==> config.mk <==
export PLATFORM = sky130hd
export DESIGN_NAME = smooth_top
export DESIGN_NICKNAME = d
export VERILOG_FILES = /design/src/rtl/smooth_pkg.sv /design/src/rtl/axil_ctrl_regs.sv /design/src/rtl/tap_delay_line.sv /design/src/rtl/tap_filter.sv /design/src/rtl/smooth_top.sv
export SDC_FILE = /design/constraint.sdc
export NUM_CORES = 2
export LEC_CHECK = 0
export BUFFER_PORTS_ARGS = -buffer_cell sky130_fd_sc_hd__buf_2
export CAP_MARGIN = 25
export CORE_ASPECT_RATIO = 0.5
export CORE_MARGIN = 3
export CORE_UTILIZATION = 39
export DETAILED_ROUTE_END_ITERATION = 16
export GPL_TIMING_DRIVEN = 0
export SYNTH_ARGS = -nofsm -noshare
export SYNTH_HDL_FRONTEND = slang
export SYNTH_SLANG_ARGS = --single-unit
==> constraint.sdc <==
create_clock -name clk -period 10.1 [get_ports clk]
set_input_delay 0.505 -clock clk [delete_from_list [all_inputs] [get_ports clk]]
set_output_delay 0.505 -clock clk [all_outputs]
set_load 0.02 [all_outputs]
==> src/rtl/smooth_pkg.sv <==
package smooth_pkg;

  // ************************************************************
  // AXI4-Lite types
  // ************************************************************

  typedef logic [3:0]  axil_addr_t;
  typedef logic [31:0] axil_data_t;
  typedef logic [1:0]  axil_resp_t;

  localparam axil_resp_t RESP_OKAY   = 2'b00;
  localparam axil_resp_t RESP_SLVERR = 2'b10;

  // master side, all channels
  typedef struct packed {
    logic       awvalid;
    axil_addr_t awaddr;
    logic       wvalid;
    axil_data_t wdata;
    logic [3:0] wstrb;
    logic       bready;
    logic       arvalid;
    axil_addr_t araddr;
    logic       rready;
  } axil_req_t;

  typedef struct packed {
    logic       awready;
    logic       wready;
    logic       bvalid;
    axil_resp_t bresp;
    logic       arready;
    logic       rvalid;
    axil_data_t rdata;
    axil_resp_t rresp;
  } axil_rsp_t;

  // ************************************************************
  // register map and filter modes
  // ************************************************************

  localparam axil_addr_t ADDR_CTRL  = 4'h0;  // mode in [2:0], flush in [4]
  localparam axil_addr_t ADDR_COUNT = 4'h4;  // output sample count
  localparam int CTRL_FLUSH_BIT     = 4;

  localparam int TAP_COUNT = 16;  // delay line depth

  typedef enum logic [2:0] {
    MODE_BYPASS     = 3'd0,
    MODE_AVG2       = 3'd1,
    MODE_AVG4       = 3'd2,
    MODE_AVG8       = 3'd3,
    MODE_AVG16      = 3'd4,
    MODE_WEIGHT4    = 3'd5,
    MODE_WEIGHT5    = 3'd6,
    MODE_BYPASS_ALT = 3'd7
  } filt_mode_e;

endpackage

==> src/rtl/axil_ctrl_regs.sv <==
`timescale 1ns/1ps

module axil_ctrl_regs (
  input  logic                   clk,
  input  logic                   reset_n,
  input  smooth_pkg::axil_req_t  ctrl_req,
  input  logic                   out_valid,
  output smooth_pkg::axil_rsp_t  ctrl_rsp,
  output smooth_pkg::filt_mode_e mode,
  output logic                   flush
);

  import smooth_pkg::*;

  typedef enum logic {W_IDLE, W_RESP} wr_state_e;
  typedef enum logic {R_IDLE, R_RESP} rd_state_e;

  wr_state_e  wr_state;
  rd_state_e  rd_state;
  logic       awready_q;  // drives awready and wready
  logic       bvalid_q;
  axil_resp_t bresp_q;
  logic       arready_q;
  logic       rvalid_q;
  axil_data_t rdata_q;
  axil_resp_t rresp_q;
  axil_data_t out_count;
  logic       wr_fire;
  logic       rd_fire;

  assign wr_fire = awready_q && ctrl_req.awvalid && ctrl_req.wvalid;
  assign rd_fire = arready_q && ctrl_req.arvalid;

  // ************************************************************
  // write channel
  // ************************************************************

  always_ff @(posedge clk) begin
    if (!reset_n) begin
      wr_state  <= W_IDLE;
      awready_q <= 1'b0;
      bvalid_q  <= 1'b0;
      mode      <= MODE_BYPASS;
      flush     <= 1'b0;
    end else begin
      flush <= 1'b0;  // single cycle pulse
      case (wr_state)
        W_IDLE: begin
          if (wr_fire) begin
            awready_q <= 1'b0;
            bvalid_q  <= 1'b1;
            wr_state  <= W_RESP;
            if (ctrl_req.awaddr == ADDR_CTRL) begin
              mode    <= filt_mode_e'(ctrl_req.wdata[2:0]);
              flush   <= ctrl_req.wdata[CTRL_FLUSH_BIT];
              bresp_q <= RESP_OKAY;
            end else begin
              bresp_q <= RESP_SLVERR;  // COUNT is read-only
            end
          end else if (ctrl_req.awvalid && ctrl_req.wvalid) begin
            awready_q <= 1'b1;  // wait for address and data together
          end
        end
        W_RESP: begin
          if (ctrl_req.bready) begin
            bvalid_q <= 1'b0;
            wr_state <= W_IDLE;
          end
        end
      endcase
    end
  end

  // ************************************************************
  // read channel
  // ************************************************************

  always_ff @(posedge clk) begin
    if (!reset_n) begin
      rd_state  <= R_IDLE;
      arready_q <= 1'b0;
      rvalid_q  <= 1'b0;
    end else begin
      case (rd_state)
        R_IDLE: begin
          if (rd_fire) begin
            arready_q <= 1'b0;
            rvalid_q  <= 1'b1;
            rd_state  <= R_RESP;
            case (ctrl_req.araddr)
              ADDR_CTRL: begin
                rdata_q <= axil_data_t'(mode);  // flush bit reads as zero
                rresp_q <= RESP_OKAY;
              end
              ADDR_COUNT: begin
                rdata_q <= out_count;
                rresp_q <= RESP_OKAY;
              end
              default: begin
                rdata_q <= '0;
                rresp_q <= RESP_SLVERR;
              end
            endcase
          end else if (ctrl_req.arvalid) begin
            arready_q <= 1'b1;
          end
        end
        R_RESP: begin
          if (ctrl_req.rready) begin  // rdata stays put until taken
            rvalid_q <= 1'b0;
            rd_state <= R_IDLE;
          end
        end
      endcase
    end
  end

  // output sample counter, wraps
  always_ff @(posedge clk) begin
    if (!reset_n) begin
      out_count <= '0;
    end else if (out_valid) begin
      out_count <= out_count + 1'b1;
    end
  end

  always_comb begin
    ctrl_rsp.awready = awready_q;
    ctrl_rsp.wready  = awready_q;
    ctrl_rsp.bvalid  = bvalid_q;
    ctrl_rsp.bresp   = bresp_q;
    ctrl_rsp.arready = arready_q;
    ctrl_rsp.rvalid  = rvalid_q;
    ctrl_rsp.rdata   = rdata_q;
    ctrl_rsp.rresp   = rresp_q;
  end

endmodule

==> src/rtl/tap_delay_line.sv <==
`timescale 1ns/1ps

module tap_delay_line #(
  parameter int SAMPLE_WIDTH = 24
) (
  input  logic                                                 clk,
  input  logic                                                 reset_n,
  input  logic                                                 flush,
  input  logic                                                 in_valid,
  input  logic signed [SAMPLE_WIDTH-1:0]                       in_sample,
  output logic signed [smooth_pkg::TAP_COUNT-1:0][SAMPLE_WIDTH-1:0] taps,
  output logic                                                 shifted
);

  import smooth_pkg::*;

  // ************************************************************
  // sample history, taps[0] is the newest
  // ************************************************************

  always_ff @(posedge clk) begin
    if (!reset_n || flush) begin
      taps <= '0;  // flush beats a new sample
    end else if (in_valid) begin
      taps <= {taps[TAP_COUNT-2:0], in_sample};
    end
  end

  // new tap set strobe for the filter
  always_ff @(posedge clk) begin
    if (!reset_n) begin
      shifted <= 1'b0;
    end else begin
      shifted <= in_valid && !flush;
    end
  end

endmodule

==> src/rtl/tap_filter.sv <==
`timescale 1ns/1ps

module tap_filter #(
  parameter int SAMPLE_WIDTH = 24
) (
  input  logic                                                 clk,
  input  logic                                                 reset_n,
  input  logic                                                 flush,
  input  smooth_pkg::filt_mode_e                               mode,
  input  logic signed [smooth_pkg::TAP_COUNT-1:0][SAMPLE_WIDTH-1:0] taps,
  input  logic                                                 shifted,
  output logic                                                 out_valid,
  output logic signed [SAMPLE_WIDTH-1:0]                       out_sample
);

  import smooth_pkg::*;

  localparam int GUARD_BITS = 4;  // room for a 16 tap sum
  localparam int ACC_W      = SAMPLE_WIDTH + GUARD_BITS;

  typedef logic signed [ACC_W-1:0] acc_t;

  acc_t       tap_ext [TAP_COUNT];
  acc_t       run_sum [TAP_COUNT];
  acc_t       sum_next;
  acc_t       sum_q;
  filt_mode_e mode_q;
  logic       s1_valid;
  acc_t       scaled;

  // ************************************************************
  // stage 1, mode-selected sum
  // ************************************************************

  always_comb begin
    for (int k = 0; k < TAP_COUNT; k++) begin
      tap_ext[k] = {{GUARD_BITS{taps[k][SAMPLE_WIDTH-1]}}, taps[k]};
    end
  end

  // running sums, run_sum[n-1] covers taps 0..n-1
  always_comb begin
    run_sum[0] = tap_ext[0];
    for (int k = 1; k < TAP_COUNT; k++) begin
      run_sum[k] = run_sum[k-1] + tap_ext[k];
    end
  end

  always_comb begin
    case (mode)
      MODE_AVG2:    sum_next = run_sum[1];
      MODE_AVG4:    sum_next = run_sum[3];
      MODE_AVG8:    sum_next = run_sum[7];
      MODE_AVG16:   sum_next = run_sum[15];
      MODE_WEIGHT4: begin
        // 1/8 1/8 1/4 1/2, newest first
        sum_next = (tap_ext[0] >>> 3) + (tap_ext[1] >>> 3) +
                   (tap_ext[2] >>> 2) + (tap_ext[3] >>> 1);
      end
      MODE_WEIGHT5: begin
        sum_next = (tap_ext[0] >>> 4) + (tap_ext[1] >>> 4) +
                   (tap_ext[2] >>> 3) + (tap_ext[3] >>> 2) +
                   (tap_ext[4] >>> 1);
      end
      default:      sum_next = tap_ext[0];  // both bypass codes
    endcase
  end

  always_ff @(posedge clk) begin
    if (shifted) begin
      sum_q  <= sum_next;
      mode_q <= mode;  // mode follows its own sample
    end
  end

  always_ff @(posedge clk) begin
    if (!reset_n || flush) begin
      s1_valid <= 1'b0;
    end else begin
      s1_valid <= shifted;
    end
  end

  // ************************************************************
  // stage 2, scale and truncate
  // ************************************************************

  always_comb begin
    case (mode_q)
      MODE_AVG2:  scaled = sum_q >>> 1;
      MODE_AVG4:  scaled = sum_q >>> 2;
      MODE_AVG8:  scaled = sum_q >>> 3;
      MODE_AVG16: scaled = sum_q >>> 4;
      default:    scaled = sum_q;  // weights already applied
    endcase
  end

  always_ff @(posedge clk) begin
    if (s1_valid) begin
      out_sample <= scaled[SAMPLE_WIDTH-1:0];
    end
  end

  always_ff @(posedge clk) begin
    if (!reset_n || flush) begin
      out_valid <= 1'b0;  // in-flight samples dropped on flush
    end else begin
      out_valid <= s1_valid;
    end
  end

endmodule

==> src/rtl/smooth_top.sv <==
`timescale 1ns/1ps

module smooth_top #(
  parameter int SAMPLE_WIDTH = 24
) (
  input  logic                           clk,
  input  logic                           reset_n,
  input  smooth_pkg::axil_req_t          ctrl_req,
  output smooth_pkg::axil_rsp_t          ctrl_rsp,
  input  logic                           in_valid,
  input  logic signed [SAMPLE_WIDTH-1:0] in_sample,
  output logic                           out_valid,
  output logic signed [SAMPLE_WIDTH-1:0] out_sample
);

  import smooth_pkg::*;

  filt_mode_e mode;
  logic       flush;
  logic       shifted;
  logic signed [TAP_COUNT-1:0][SAMPLE_WIDTH-1:0] taps;

  // ************************************************************
  // control registers
  // ************************************************************

  axil_ctrl_regs i_regs (
    .clk       (clk),
    .reset_n   (reset_n),
    .ctrl_req  (ctrl_req),
    .out_valid (out_valid),  // counted for COUNT
    .ctrl_rsp  (ctrl_rsp),
    .mode      (mode),
    .flush     (flush)
  );

  // ************************************************************
  // sample path
  // ************************************************************

  tap_delay_line #(
    .SAMPLE_WIDTH (SAMPLE_WIDTH)
  ) i_delay (
    .clk       (clk),
    .reset_n   (reset_n),
    .flush     (flush),
    .in_valid  (in_valid),
    .in_sample (in_sample),
    .taps      (taps),
    .shifted   (shifted)
  );

  tap_filter #(
    .SAMPLE_WIDTH (SAMPLE_WIDTH)
  ) i_filter (
    .clk        (clk),
    .reset_n    (reset_n),
    .flush      (flush),
    .mode       (mode),
    .taps       (taps),
    .shifted    (shifted),
    .out_valid  (out_valid),
    .out_sample (out_sample)
  );

endmodule

==> flow_summary.ini <==
[setup_path]
timing.critical_path.fanout_max = 4
crit_type = reg -> reg
cp-start-kind = flop
arrival_ps = 11700
max_stage_delay_ps = 520
crit_required_ps = 10430
cp_slowest_cell = fa_1
worstSetupEndpointType = flop

[floorplanning]
die_area_um2 = 99200
die_w_um = 442
initial_core_util = 0.396
io_pins = 142
core_area_um2 = 93700
die_h_um = 224
rows = 79

[clock_network]
clock-sinks = 518
htreeDepth = 2
hold_buffers = 0
cts_buffer_depth = 3
cts_inserted_buffers = 51
path_clk_slew_ps = 70
cts_root_buffer = clkbuf_16
cts_tree = yes
clock_latency_ps = 670

[detailed_routing]
drt_iter0_drc = 2682
wl_per_cell_um = 22.1
wirelength_um = 121000
vias = 29888
remaining_drc_errors = 0
ant_nets = 0
viasPerCell = 5.45
dr.pass1.iters = 7

[cells_and_area]
final_cell_count_no_fill = 5484
nets = 4772
fill_cells = 8698
layout-drive-gt1-share = 0.157
syn2layout_area_growth_pct = 20.3

[place]
io_buffer_count = 106
pre_cts_ws_ps = -3740
dpl.cell_count = 5272
post-dp-hpwl_um = 96400
gp_congestion = 0.970

[logic_synthesis]
synth_cells = 3904
yosysMostFrequentCell = nor2_1
synth_area_um2 = 37100
avgSynthCellArea_um2 = 9.51
async_flop_share = 0
synth_edf_count = 89
post-synth-top-area-cell = dfxtp_1
synth-seq-area-share = 0.303
yosysTopAreaCellShare = 0.231
yosysWarnings = 0
ys_top_cells_by_area = dfxtp_1 23%, fa_1 16%, mux2i_1 11%
yosys-top-cells-count = 520 x nor2_1, 429 x dfxtp_1, 393 x mux2i_1, 384 x inv_1, 304 x fa_1
ys_seq_elements = 518
synth.distinct_cells = 89
synth_flop_cell = dfxtp_1

[sta]
finalHoldViolations = 0
rsz0062_at_grt = true
drv_slew = 0
setup_violations = 12
max_slew_margin = 0.233
worst_slack_ps = -1270
finalClockSkew_ps = 48.1
post-route-period-util = 1.13
fin_crit_ps = 11370
max_freq_mhz = 87.9
tightest_slew_ps = 1150

[global_routing]
antenna_found_initial = 1
grtUsageTotal = 0.238
grt_max_degree = 26
grt_pass1_vias = 29364
globalRouteOverflowTotal = 0
grt_pass1_wl_um = 181000

[pwr]
p_sw_uw = 1560
internal_power_uw = 3650
pwr-share-clk = 0.394
vdd_drop_max_mv = 0.121
p_comb_frac = 0.191
power.density_nw_per_um2 = 117
seqPwrFrac = 0.415
total_power_uw = 5220
p_leak_uw = 0.0200
swShare = 0.300

[job]
cap_violations = 0

[run_status]
status = finished, violations left
violations = setup timing

[min_path]
hp-class = in -> reg
flip-flops by register name, summed over array words and instances (netlist names), 3 cells and up:
name,count
i_regs.rdata_q,32
i_filter.sum_q,28
i_regs.mode,3
i_regs.out_count,32
i_delay.taps,384
i_filter.out_sample,24
i_filter.mode_q,3
path summary, 6_finish.rpt:
path / from / to / slack (ps) / cells after the start
setup / recovery: i_delay.taps[0] / i_filter.sum_q[23] / -1270 / 46
hold / removal: ctrl_req[0] / i_regs.rd_state / 50 / 2
setup reg to reg: i_delay.taps[0] / i_filter.sum_q[23] / -1270 / 46
hold reg to reg: i_regs.rd_state / i_regs.rd_state / 490 / 2
logic make-up (layout without fill, tap and decap cells):
kind of cell	after synthesis	in the layout	synth area share
xor+xnor	215	215	0.0511
flops	518	518	0.303
simple gates	1009	1009	0.123
compound gates	710	710	0.127
fa+ha+maj	510	510	0.233
buf+inv	546	869	0.0560
other cells	1	3	0.000101
mux	395	395	0.107
power by group through the flow:
| stage | sequential (uW) | clock [uW] | combinational [uW] |
|---|---|---|---|
| 3_5_place_dp | 2210 | 0 | 792 |
| 2_1_floorplan | 2210 | 0 | 509 |
| 6_report | 2170 | 2050 | 997 |
| 3_3_place_gp | 2210 | 0 | 779 |
| 5_1_grt | 2170 | 2180 | 1070 |
| 4_1_cts | 2170 | 2100 | 909 |
cell usage in the layout (no fill, tap or decap), types with 27 or more instances in the layout:
cell type and count:
nor2_1 507, dfxtp_1 422, mux2i_1 393, inv_1 374
fa_1 296, ha_1 155, clkbuf_1 144, nand2_1 142
a21oi_1 136, buf_4 116, o21ai_0 107, buf_2 106
xnor2_1 98, edfxtp_1 89, a21o_1 66, nand3_1 63
and2_1 63, xor2_1 54, a22oi_1 52, clkbuf_16 51
ha_4 43, o21a_1 37, xnor2_2 31, a21oi_2 30
nand2b_1 29, and3_1 27
per-layer routing:
| layer | routed length [um] | share of wire | global-route usage |
|---|---|---|---|
| met5 | 0 | 0 | 0 |
| met1 | 56700 | 0.47 | 0.353 |
| met4 | 3680 | 0.030 | 0.0613 |
| met2 | 51800 | 0.43 | 0.359 |
| met3 | 9120 | 0.075 | 0.0413 |
repair_timing:
item,4_1_cts,5_1_grt
setup buffers,92,32
setup endpoints to repair,18,18
pin swaps,161,154
gates resized for setup,292,180
area by class of cell:
class	instances	area, um2	area share
multi-input cells	2841	26400	0.590
flip-flops and latches	518	11300	0.252
repair buffers	232	1630	0.0365
well taps	1255	1570	0.0351
inverters	386	1450	0.0324
clock buffers	66	1390	0.0312
plain buffers	156	616	0.0138
clock inverters	29	377	0.00843
diodes	1	2.50	0.0000560
metrics by stage:
step                TNS [ps]  instance area [um2]  hold WS (ps)  utilization
detailed placement    -44480                39400           480        0.421
finish                -10460                44700          53.9        0.477
CTS                   -12280                43400          11.7        0.463
global placement      -43580                39300           455        0.419
global route          -14070                44700          55.7        0.477
floorplan              -9.05                37200           406            -
worst max-delay path, delay by kind of cell, from the launching register on:
| family | cells | cell delay (ps) |
|---|---|---|
| xor gates and xnor gates | 5 | 1080 |
| AOI/OAI and AO/OA | 18 | 3710 |
| adders and majority gates | 11 | 3980 |
| DFF | 1 | 360 |
| and+or+nand+nor | 7 | 1410 |
| buffers and inverters | 5 | 480 |
(Power assumes the default switching activity.)
